## config.mk

```make
export PLATFORM = sky130hd
export DESIGN_NAME = cordic_top
export DESIGN_NICKNAME = d
export VERILOG_FILES = /design/src/logic/cordic_pkg.sv /design/src/logic/cordic_prescale.sv /design/src/logic/cordic_iter_engine.sv /design/src/logic/cordic_result_merge.sv /design/src/logic/cordic_top.sv
export VERILOG_INCLUDE_DIRS = /design/src /design/src/logic
export SDC_FILE = /design/constraint.sdc
export NUM_CORES = 1
export LEC_CHECK = 0
export BUFFER_PORTS_ARGS = -buffer_cell sky130_fd_sc_hd__buf_4
export CAP_MARGIN = 20
export CORE_ASPECT_RATIO = 1.5
export CORE_MARGIN = 1.5
export CORE_UTILIZATION = 45
export CTS_CLUSTER_DIAMETER = 40
export CTS_CLUSTER_SIZE = 20
export DETAILED_ROUTE_END_ITERATION = 10
export REMOVE_ABC_BUFFERS = 1
export SLEW_MARGIN = 20
export SYNTH_ARGS = -nofsm -noshare
export SYNTH_HDL_FRONTEND = slang
export SYNTH_SLANG_ARGS = --single-unit
```

## constraint.sdc

```tcl
create_clock -name i_clk -period 7.1 [get_ports i_clk]
set_clock_uncertainty 0.2 [all_clocks]
set_input_delay 1.065 -clock i_clk [delete_from_list [all_inputs] [get_ports i_clk]]
set_output_delay 1.065 -clock i_clk [all_outputs]
set_load 0.05 [all_outputs]
```

## src/logic/cordic_macros.svh

```systemverilog
`ifndef CORDIC_MACROS_SVH
`define CORDIC_MACROS_SVH

// external port widths
`define CORDIC_VEC_W  8
`define CORDIC_ANG_W  9

// internal datapath widths, one degree is 2^11 angle units
`define CORDIC_VEC_PW 24
`define CORDIC_ANG_PW 20

`define CORDIC_ITER   16
`define CORDIC_CNT_W  5
`define CORDIC_ATAN_W 19

// angles beyond the fold limit are mirrored through the half turn
`define CORDIC_FOLD_MAX  90
`define CORDIC_HALF_TURN 180

// inverse CORDIC gain 0.607253 as a sum of right shifts
`define CORDIC_GAIN(v) \
    (((v) >>> 1)  + ((v) >>> 4)  + ((v) >>> 5)  + ((v) >>> 7)  + \
     ((v) >>> 8)  + ((v) >>> 10) + ((v) >>> 11) + ((v) >>> 12) + \
     ((v) >>> 14) + ((v) >>> 17) + ((v) >>> 18) + ((v) >>> 19) + \
     ((v) >>> 21) + ((v) >>> 22))

`endif

```

## src/logic/cordic_pkg.sv

```systemverilog
`default_nettype none
`include "cordic_macros.svh"

package cordic_pkg;

    typedef logic signed [`CORDIC_VEC_W-1:0]  vec_t;
    typedef logic signed [`CORDIC_ANG_W-1:0]  ang_t;
    typedef logic signed [`CORDIC_VEC_PW-1:0] pvec_t;
    typedef logic signed [`CORDIC_ANG_PW-1:0] pang_t;

    // flip flag of a folded rotation angle
    typedef logic rot_side_t;
    // x was negative, vector was mirrored before vectoring
    typedef logic vec_side_t;

    typedef struct packed {
        vec_t x;
        vec_t y;
        ang_t angle;
    } req_t;

    // angle is the residual in rotation mode, the accumulated angle in vectoring mode
    typedef struct packed {
        pvec_t x;
        pvec_t y;
        pang_t angle;
    } seed_t;

    typedef struct packed {
        vec_t x;
        vec_t y;
        ang_t angle;
    } res_t;

    // atan(2^-idx) in degrees, scaled by 2^11
    function automatic logic [`CORDIC_ATAN_W-1:0] atan_entry(
        input logic [`CORDIC_CNT_W-1:0] idx
    );
        logic [`CORDIC_ATAN_W-1:0] val;
        case (idx)
            5'd0:    val = 19'd92160;
            5'd1:    val = 19'd54405;
            5'd2:    val = 19'd28746;
            5'd3:    val = 19'd14592;
            5'd4:    val = 19'd7324;
            5'd5:    val = 19'd3666;
            5'd6:    val = 19'd1833;
            5'd7:    val = 19'd917;
            5'd8:    val = 19'd458;
            5'd9:    val = 19'd229;
            5'd10:   val = 19'd115;
            5'd11:   val = 19'd57;
            5'd12:   val = 19'd29;
            5'd13:   val = 19'd14;
            5'd14:   val = 19'd7;
            5'd15:   val = 19'd4;
            default: val = '0;
        endcase
        return val;
    endfunction

endpackage

`default_nettype wire

```

## src/logic/cordic_prescale.sv

```systemverilog
`timescale 1ns/10ps
`default_nettype none
`include "cordic_macros.svh"

module cordic_prescale (
    input  cordic_pkg::req_t      i_req,
    output cordic_pkg::seed_t     o_rot_seed,
    output cordic_pkg::rot_side_t o_rot_side,
    output cordic_pkg::seed_t     o_vec_seed,
    output cordic_pkg::vec_side_t o_vec_side
);

    // one guard bit under the sign leaves room for the CORDIC gain
    localparam int VEC_FRAC = `CORDIC_VEC_PW - `CORDIC_VEC_W - 1;
    localparam int ANG_FRAC = `CORDIC_ANG_PW - `CORDIC_ANG_W;

    localparam cordic_pkg::pang_t FOLD_MAX  = `CORDIC_FOLD_MAX;
    localparam cordic_pkg::pang_t HALF_TURN = `CORDIC_HALF_TURN;

    cordic_pkg::pvec_t x_ext;
    cordic_pkg::pvec_t y_ext;
    cordic_pkg::pvec_t x_gain;
    cordic_pkg::pvec_t y_gain;
    cordic_pkg::pang_t ang_ext;
    cordic_pkg::pang_t ang_fold;
    logic              flip;
    logic              x_neg;

    // input scaling and gain pre-compensation
    always_comb begin
        x_ext  = cordic_pkg::pvec_t'(i_req.x) <<< VEC_FRAC;
        y_ext  = cordic_pkg::pvec_t'(i_req.y) <<< VEC_FRAC;
        x_gain = `CORDIC_GAIN(x_ext);
        y_gain = `CORDIC_GAIN(y_ext);
    end

    // fold the angle into -90..90, output gets negated later
    always_comb begin
        ang_ext  = cordic_pkg::pang_t'(i_req.angle);
        ang_fold = ang_ext;
        flip     = 1'b0;
        if (ang_ext > FOLD_MAX) begin
            ang_fold = ang_ext - HALF_TURN;
            flip     = 1'b1;
        end else if (ang_ext < -FOLD_MAX) begin
            ang_fold = ang_ext + HALF_TURN;
            flip     = 1'b1;
        end
    end

    assign x_neg = i_req.x[`CORDIC_VEC_W-1];

    always_comb begin
        o_rot_seed.x     = x_gain;
        o_rot_seed.y     = y_gain;
        o_rot_seed.angle = ang_fold <<< ANG_FRAC;
        o_rot_side       = flip;
    end

    // mirror into the right half plane for vectoring
    always_comb begin
        if (x_neg) begin
            o_vec_seed.x = -x_gain;
            o_vec_seed.y = -y_gain;
        end else begin
            o_vec_seed.x = x_gain;
            o_vec_seed.y = y_gain;
        end
        o_vec_seed.angle = '0;
        o_vec_side       = x_neg;
    end

endmodule

`default_nettype wire

```

## src/logic/cordic_iter_engine.sv

```systemverilog
`timescale 1ns/10ps
`default_nettype none
`include "cordic_macros.svh"

module cordic_iter_engine #(
    parameter bit  VECTORING = 1'b0,
    parameter type side_t    = logic
) (
    input  logic              i_clk,
    input  logic              i_rst_n,
    input  logic              i_start,
    input  cordic_pkg::seed_t i_seed,
    input  side_t             i_side,
    output logic              o_busy,
    output logic              o_done,
    output cordic_pkg::seed_t o_seed,
    output side_t             o_side
);

    typedef logic [`CORDIC_CNT_W-1:0] cnt_t;
    typedef enum logic [1:0] {S_IDLE, S_ROTATE, S_DONE} state_t;

    localparam cnt_t LAST_ITER = cnt_t'(`CORDIC_ITER - 1);

    state_t            state_q;
    state_t            state_d;
    cnt_t              cnt_q;
    logic              done_q;
    logic              accept;
    cordic_pkg::seed_t seed_q;
    cordic_pkg::seed_t seed_step;
    side_t             side_q;
    cordic_pkg::pvec_t x_cur;
    cordic_pkg::pvec_t y_cur;
    cordic_pkg::pang_t a_cur;
    cordic_pkg::pvec_t x_sh;
    cordic_pkg::pvec_t y_sh;
    cordic_pkg::pang_t atan_k;
    logic              cw;

    // busy stretches over the done cycle so a new start waits for it
    assign o_busy = (state_q != S_IDLE) || done_q;
    assign accept = i_start && !o_busy;

    // one micro-rotation per cycle
    always_comb begin
        x_cur  = seed_q.x;
        y_cur  = seed_q.y;
        a_cur  = seed_q.angle;
        x_sh   = x_cur >>> cnt_q;
        y_sh   = y_cur >>> cnt_q;
        atan_k = {1'b0, cordic_pkg::atan_entry(cnt_q)};
        // rotation chases the residual angle, vectoring chases y
        cw = VECTORING ? !y_cur[`CORDIC_VEC_PW-1] : a_cur[`CORDIC_ANG_PW-1];
        if (cw) begin
            seed_step.x     = x_cur + y_sh;
            seed_step.y     = y_cur - x_sh;
            seed_step.angle = a_cur + atan_k;
        end else begin
            seed_step.x     = x_cur - y_sh;
            seed_step.y     = y_cur + x_sh;
            seed_step.angle = a_cur - atan_k;
        end
    end

    always_comb begin
        state_d = state_q;
        case (state_q)
            S_IDLE:   if (accept) state_d = S_ROTATE;
            S_ROTATE: if (cnt_q == LAST_ITER) state_d = S_DONE;
            S_DONE:   state_d = S_IDLE;
            default:  state_d = S_IDLE;
        endcase
    end

    always_ff @(posedge i_clk or negedge i_rst_n) begin
        if (!i_rst_n) begin
            state_q <= S_IDLE;
            cnt_q   <= '0;
            done_q  <= 1'b0;
        end else begin
            state_q <= state_d;
            done_q  <= (state_q == S_DONE);
            if (accept) begin
                cnt_q <= '0;
            end else if (state_q == S_ROTATE) begin
                cnt_q <= cnt_q + cnt_t'(1);
            end
        end
    end

    always_ff @(posedge i_clk) begin
        if (accept) begin
            seed_q <= i_seed;
            side_q <= i_side;
        end else if (state_q == S_ROTATE) begin
            seed_q <= seed_step;
        end
    end

    assign o_done = done_q;
    assign o_seed = seed_q;
    assign o_side = side_q;

endmodule

`default_nettype wire

```

## src/logic/cordic_result_merge.sv

```systemverilog
`timescale 1ns/10ps
`default_nettype none
`include "cordic_macros.svh"

module cordic_result_merge (
    input  logic                  i_clk,
    input  logic                  i_rst_n,
    input  logic                  i_rot_done,
    input  logic                  i_vec_done,
    input  cordic_pkg::seed_t     i_rot_seed,
    input  cordic_pkg::seed_t     i_vec_seed,
    input  cordic_pkg::rot_side_t i_rot_side,
    input  cordic_pkg::vec_side_t i_vec_side,
    output logic                  o_done,
    output cordic_pkg::res_t      o_res
);

    localparam int VEC_FRAC = `CORDIC_VEC_PW - `CORDIC_VEC_W - 1;
    localparam int ANG_FRAC = `CORDIC_ANG_PW - `CORDIC_ANG_W;

    localparam cordic_pkg::pvec_t VEC_MAX   = (1 <<< (`CORDIC_VEC_W - 1)) - 1;
    localparam cordic_pkg::pvec_t VEC_MIN   = -(1 <<< (`CORDIC_VEC_W - 1));
    localparam cordic_pkg::pvec_t VEC_HALF  = 1 <<< (VEC_FRAC - 1);
    localparam cordic_pkg::pang_t ANG_HALF  = 1 <<< (ANG_FRAC - 1);
    localparam cordic_pkg::pang_t HALF_TURN = `CORDIC_HALF_TURN;

    cordic_pkg::res_t  res_d;
    cordic_pkg::pang_t ang_acc;
    cordic_pkg::pang_t ang_rnd;
    cordic_pkg::pang_t ang_fix;
    logic              rot_seen_q;
    logic              vec_seen_q;
    logic              both_done;

    // round to the external width, undo the fold, then saturate
    function automatic cordic_pkg::vec_t scale_down(
        input cordic_pkg::pvec_t v,
        input logic              neg
    );
        cordic_pkg::pvec_t r;
        r = (v + VEC_HALF) >>> VEC_FRAC;
        if (neg) begin
            r = -r;
        end
        if (r > VEC_MAX) begin
            r = VEC_MAX;
        end else if (r < VEC_MIN) begin
            r = VEC_MIN;
        end
        return cordic_pkg::vec_t'(r);
    endfunction

    always_comb begin
        ang_acc = i_vec_seed.angle;
        ang_rnd = (ang_acc + ANG_HALF) >>> ANG_FRAC;
        ang_fix = ang_rnd;
        // vector was mirrored, move back by half a turn
        if (i_vec_side) begin
            ang_fix = ang_rnd[`CORDIC_ANG_PW-1] ? ang_rnd + HALF_TURN : ang_rnd - HALF_TURN;
        end
        res_d.x     = scale_down(i_rot_seed.x, i_rot_side);
        res_d.y     = scale_down(i_rot_seed.y, i_rot_side);
        res_d.angle = cordic_pkg::ang_t'(ang_fix);
    end

    assign both_done = (rot_seen_q || i_rot_done) && (vec_seen_q || i_vec_done);

    always_ff @(posedge i_clk or negedge i_rst_n) begin
        if (!i_rst_n) begin
            rot_seen_q <= 1'b0;
            vec_seen_q <= 1'b0;
            o_done     <= 1'b0;
            o_res      <= '0;
        end else begin
            o_done <= both_done;
            if (both_done) begin
                o_res      <= res_d;
                rot_seen_q <= 1'b0;
                vec_seen_q <= 1'b0;
            end else begin
                rot_seen_q <= rot_seen_q || i_rot_done;
                vec_seen_q <= vec_seen_q || i_vec_done;
            end
        end
    end

endmodule

`default_nettype wire

```

## src/logic/cordic_top.sv

```systemverilog
`timescale 1ns/10ps
`default_nettype none

module cordic_top (
    input  logic             i_clk,
    input  logic             i_rst_n,
    input  logic             i_start,
    input  cordic_pkg::req_t i_req,
    output logic             o_busy,
    output logic             o_done,
    output cordic_pkg::res_t o_res
);

    cordic_pkg::seed_t     rot_seed_in;
    cordic_pkg::seed_t     vec_seed_in;
    cordic_pkg::rot_side_t rot_side_in;
    cordic_pkg::vec_side_t vec_side_in;
    cordic_pkg::seed_t     rot_seed_out;
    cordic_pkg::seed_t     vec_seed_out;
    cordic_pkg::rot_side_t rot_side_out;
    cordic_pkg::vec_side_t vec_side_out;
    logic                  rot_done;
    logic                  vec_done;

    cordic_prescale u_prescale (
        .i_req      (i_req),
        .o_rot_seed (rot_seed_in),
        .o_rot_side (rot_side_in),
        .o_vec_seed (vec_seed_in),
        .o_vec_side (vec_side_in)
    );

    // both engines run in lockstep, rotation one reports busy
    cordic_iter_engine #(
        .VECTORING (1'b0),
        .side_t    (cordic_pkg::rot_side_t)
    ) u_rot_engine (
        .i_clk   (i_clk),
        .i_rst_n (i_rst_n),
        .i_start (i_start),
        .i_seed  (rot_seed_in),
        .i_side  (rot_side_in),
        .o_busy  (o_busy),
        .o_done  (rot_done),
        .o_seed  (rot_seed_out),
        .o_side  (rot_side_out)
    );

    cordic_iter_engine #(
        .VECTORING (1'b1),
        .side_t    (cordic_pkg::vec_side_t)
    ) u_vec_engine (
        .i_clk   (i_clk),
        .i_rst_n (i_rst_n),
        .i_start (i_start),
        .i_seed  (vec_seed_in),
        .i_side  (vec_side_in),
        .o_busy  (),
        .o_done  (vec_done),
        .o_seed  (vec_seed_out),
        .o_side  (vec_side_out)
    );

    cordic_result_merge u_merge (
        .i_clk      (i_clk),
        .i_rst_n    (i_rst_n),
        .i_rot_done (rot_done),
        .i_vec_done (vec_done),
        .i_rot_seed (rot_seed_out),
        .i_vec_seed (vec_seed_out),
        .i_rot_side (rot_side_out),
        .i_vec_side (vec_side_out),
        .o_done     (o_done),
        .o_res      (o_res)
    );

endmodule

`default_nettype wire

```

==> impl.org <==
** Setup path
- The critical path ends at u_vec_engine.x_cur[23].
- Kind of critical path :: register to register
- Startpoint Class :: register
- The signal on the critical path passes through mux4_2 > a221o_1 > a221oi_1 > and3_1 > and4_1 > nand2_1 > o311ai_0 > a21boi_0 > ha_1 > a21o_1 > nor2_1 > nand4_1 > a31o_2 > a21oi_1 > o21ai_0 > xnor2_1 > o32ai_1.
- STA classifies the critical path endpoint as a register.
- Delay of the slowest cell on the worst path :: 930 ps
- At the worst endpoint, the required time is 7120 ps.
- Worst reg2reg path depth :: 17
- Of all nets on the critical path, the largest fanout is 48.
- Worst setup path startpoint :: u_vec_engine.cnt_q[0]
- On the critical path, the stage with the largest delay is an instance of sky130_fd_sc_hd__dfrtp_4.
- In this run the register-to-register setup slack is 350 ps.
- The worst register-to-register path begins at u_vec_engine.cnt_q[0].
- In this run the critical register-to-register path is captured at u_vec_engine.x_cur[23].
- WP data arrival :: 6770 ps

** Route
- The first TritonRoute pass finished after 5 iterations.
- In this run, the number of DRC markers left after iteration 0 of detailed routing was 1762.
- Sum of routed wire length over all layers :: 95.7 mm
- DRC errors left :: 0
- Post-detailed-route count of antenna-violating nets :: 0
- Dividing the detail-routed via count by the number of cells gives 6.31.
- DR vias :: 26600
- In the final routed layout, each cell accounts on average for 22.7 µm.

** Global routing
- For met1 alone, demand over resource in global routing was 31.1%.
- Maximum number of pins on one net before global-route repair :: 82
- For this run, global-route usage on met3 was measured as 3.79%.
- In the global route stage, met2 resource usage came out at 53.2%.
- The first global-routing pass estimated 149 mm of wire.
- The number of global-route vias before repair was 26700.
- Overall fraction of global-route tracks in use :: 29.3%
- Summed over all layers, the global routing overflow is 0.
- Gr busiest metal :: met2
- The number of antenna violations at the first check in global routing was 0.

** Logic synthesis
- Simple logic cell fraction of the synthesized area :: 16.1%
- Largest cells by area after synthesis :: sky130_fd_sc_hd__edfxtp_1 (11%), sky130_fd_sc_hd__ha_1 (11%), sky130_fd_sc_hd__mux4_2 (6.3%)
- Share of Yosys cell area claimed by the top area cell type :: 11.2%
- Synthesized area divided by synthesized cell count :: 8.42 µm²
- Counting every instance in the synthesized netlist gives 3414.
- Adder-cell area share of the yosys netlist :: 16.7%
- Synthesized-area fraction occupied by xor and xnor cells :: 10.1%
- Combinational family with the most area after synthesis :: compound AO/OA/AOI/OAI gates
- Post-synth design cell area :: 28800 µm²
- Number of register bits inferred by synthesis :: 182
- Flip-flop cell with the highest count after synthesis :: sky130_fd_sc_hd__edfxtp_1
- In the synthesized netlist, mux cells make up 11.5% of the area.
- The netlist uses 98 different library cells.
- Area leader, netlist :: sky130_fd_sc_hd__edfxtp_1
- During synthesis, Yosys emitted a total of 0 warnings.
- Part of the Yosys area used for sequential elements :: 17.2%
- Yosys mapped a number of flops with a built-in enable equal to 107.
- Complex-gate fraction of the synthesized area :: 22.4%
- Share of flip-flops with an asynchronous set or reset :: 24.2%

** Timing
- Unrepaired setup endpoints after global routing :: no
- Worst-margin pin slew :: 1060 ps
- The number of hold violations in the final report came to 0.
- Setup violations remaining at the end of the flow were counted as 0.
- In this run the tightest slew margin relative to its limit is 28.6%.
- Number of pins exceeding their max-slew limit in the final report :: 0
- The worst path meets setup with 349 ps of slack.
- The worst path uses 95.1% of the clock period.
- The worst path in the final design needs a cycle of 6750 ps, including I/O delays and setup.
- Fin Setup TNS :: 0 ps
- Timing-limited maximum frequency :: 148 MHz

** Clock tree
- The H-tree was split into 4 levels.
- The tree is rooted in a sky130_fd_sc_hd__clkbuf_16.
- Quantity of hold-fixing buffers added after cts :: 0
- Worst-skew pair later-pin latency :: 510 ps
- TritonCTS built the clock tree.
- The clock net in this run drives a total of 182 sinks.
- Post-CTS timing repair inserted 0 buffers for setup.
- Count of instances resized after the clock tree is built :: 0
- Counting along the longest clock path gives a buffer depth of 2.
- Reg clk slew, reported paths :: 90 ps
- Buffers inserted during clock tree synthesis total 17.

** Final layout
- 0 antenna diodes ended up in the layout.
- The area growth from synthesis to layout is 6.73%.
- With fillers left out, the area of the finished cells amounts to 30700 µm².
- In the final design database the tool counted 3758 nets.
- Share of post-route cells with drive strength above 1 :: 10.3%

** Placement
- Detailed placement finished with a half-perimeter wire length of 76.1 mm.
- Before CTS, the worst setup slack after placement is 374 ps.
- Routability congestion estimate from global placement :: 0.997
- Port buffer count :: 54
- Placed inst area :: 30100 µm²

** Floorplanning
- Effective utilization at floorplan :: 45.5%
- Height of the die :: 313 µm
- Pin placement for this block handled 55 I/O pins.
- Core Area :: 63200 µm²
- The floorplan step defined a die boundary enclosing 65500 µm².
- Standard-cell rows :: 113
- Floorplan die width :: 209 µm

** Run
- Max-Cap Viols :: 0

** Run status
- The run finished with clean final reports.

** Min path
- HP Class :: register to register
-- synthesized netlist by cell type (all sizes together) (12+ instances only) --
library cell,number
a211o,12
a211oi,37
clkbuf,124
edfxtp,107
dfrtp,44
mux2i,60
or3,29
a22oi,12
buf,53
a21oi,239
inv,246
dfxtp,31
nand3,78
a221oi,16
or2,19
nand2b,44
o21ai,218
nor3,81
and2,29
o22ai,77
mux2,41
o211ai,43
nor2b,34
a21o,64
fa,81
and3,42
a21boi,15
o21a,47
xnor2,176
o31ai,25
ha,255
nand4,24
nor3b,15
xor2,156
mux4,97
o21bai,21
nand2,276
o32ai,13
a31oi,37
nor2,229
-- state kept, by name (all words and copies together) (netlist names) --
register and flops:
u_merge.o_done 1, u_merge.o_res 25, u_merge.rot_seen_q 1, u_merge.vec_seen_q 1, u_rot_engine.a_cur 20, u_rot_engine.cnt_q 5
u_rot_engine.o_done 1, u_rot_engine.o_side 1, u_rot_engine.state_q 2, u_rot_engine.x_cur 24, u_rot_engine.y_cur 24, u_vec_engine.a_cur 20
u_vec_engine.cnt_q 5, u_vec_engine.o_done 1, u_vec_engine.o_side 1, u_vec_engine.state_q 2, u_vec_engine.x_cur 24, u_vec_engine.y_cur 24
-- layout make-up --
class,count,area (µm²)
Clock buffer,17,425
Clock inverter,15,203
Fill cell,6101,32500
Inverter,250,938
Multi-Input combinational cell,2805,22100
Sequential cell,182,4940
Tap cell,805,1010
Timing Repair Buffer,138,1050
-- routing by layer --
layer | up-vias | part of all wire [%]
li1 | 12500 | -
met1 | 12900 | 37
met2 | 880 | 51
met3 | 294 | 4.6
met4 | 0 | 7.6
met5 | - | 0
-- cells in the final DEF, fill, tap and decap left out, types with 15 or more instances in the layout --
cell type                   instances
sky130_fd_sc_hd__nand2_1          276
sky130_fd_sc_hd__ha_1             255
sky130_fd_sc_hd__inv_1            243
sky130_fd_sc_hd__a21oi_1          239
sky130_fd_sc_hd__nor2_1           229
sky130_fd_sc_hd__o21ai_0          214
sky130_fd_sc_hd__xnor2_1          176
sky130_fd_sc_hd__xor2_1           156
sky130_fd_sc_hd__buf_4            137
sky130_fd_sc_hd__edfxtp_1         107
sky130_fd_sc_hd__mux4_2            81
sky130_fd_sc_hd__fa_1              81
sky130_fd_sc_hd__nor3_1            78
sky130_fd_sc_hd__nand3_1           78
sky130_fd_sc_hd__o22ai_1           76
sky130_fd_sc_hd__a21o_1            64
sky130_fd_sc_hd__mux2i_1           60
sky130_fd_sc_hd__o21a_1            47
sky130_fd_sc_hd__nand2b_1          42
sky130_fd_sc_hd__o211ai_1          42
sky130_fd_sc_hd__and3_1            42
sky130_fd_sc_hd__mux2_2            40
sky130_fd_sc_hd__dfrtp_1           40
sky130_fd_sc_hd__a211oi_1          37
sky130_fd_sc_hd__a31oi_1           37
sky130_fd_sc_hd__nor2b_1           34
sky130_fd_sc_hd__dfxtp_1           31
sky130_fd_sc_hd__and2_1            28
sky130_fd_sc_hd__or3_1             28
sky130_fd_sc_hd__o31ai_1           25
sky130_fd_sc_hd__nand4_1           23
sky130_fd_sc_hd__o21bai_1          21
sky130_fd_sc_hd__or2_2             19
sky130_fd_sc_hd__clkbuf_16         17
sky130_fd_sc_hd__a221oi_1          16
sky130_fd_sc_hd__mux4_1            16
sky130_fd_sc_hd__nor3b_1           15
-- per-stage QoR --
step / cells / util [%] / hold slack [ps]
2_1_floorplan: 3237 / - / 232
3_3_place_gp: 4180 / 47.6 / 242
3_5_place_dp: 4180 / 47.6 / 254
4_1_cts: 4212 / 48.6 / 274
5_1_grt: 4212 / 48.6 / 289
6_report: 4212 / 48.6 / 269
-- cells by family after synthesis --
group           Yosys count
compound gates          991
xor+xnor                332
fa+ha+maj               336
buf+inv                 427
flops                   182
mux                     198
simple gates            948
-- worst max-delay path, delay by kind of cell, from the launching register on --
| kind | cells | cell delay (ps) |
|---|---|---|
| fa+ha+maj | 1 | 400 |
| flops | 1 | 930 |
| simple gates | 5 | 1120 |
| compound gates | 9 | 2870 |
| mux | 1 | 650 |
| xor+xnor | 1 | 210 |
-- worst min path at each step --
stage	from	end	slack, ps	cells after the start
final	u_rot_engine.a_cur[0]	u_rot_engine.a_cur[0]	270	2
after global routing	u_vec_engine.a_cur[7]	u_vec_engine.a_cur[7]	290	2
after CTS	u_vec_engine.a_cur[7]	u_vec_engine.a_cur[7]	270	2
after detailed placement	u_vec_engine.a_cur[7]	u_vec_engine.a_cur[7]	250	2
after global placement	u_vec_engine.a_cur[7]	u_vec_engine.a_cur[7]	240	2
after floorplan	u_rot_engine.a_cur[5]	u_rot_engine.a_cur[5]	230	2
Power is not shown: default switching activity piles up to over one toggle a cycle in this logic, so the estimate is an artifact.
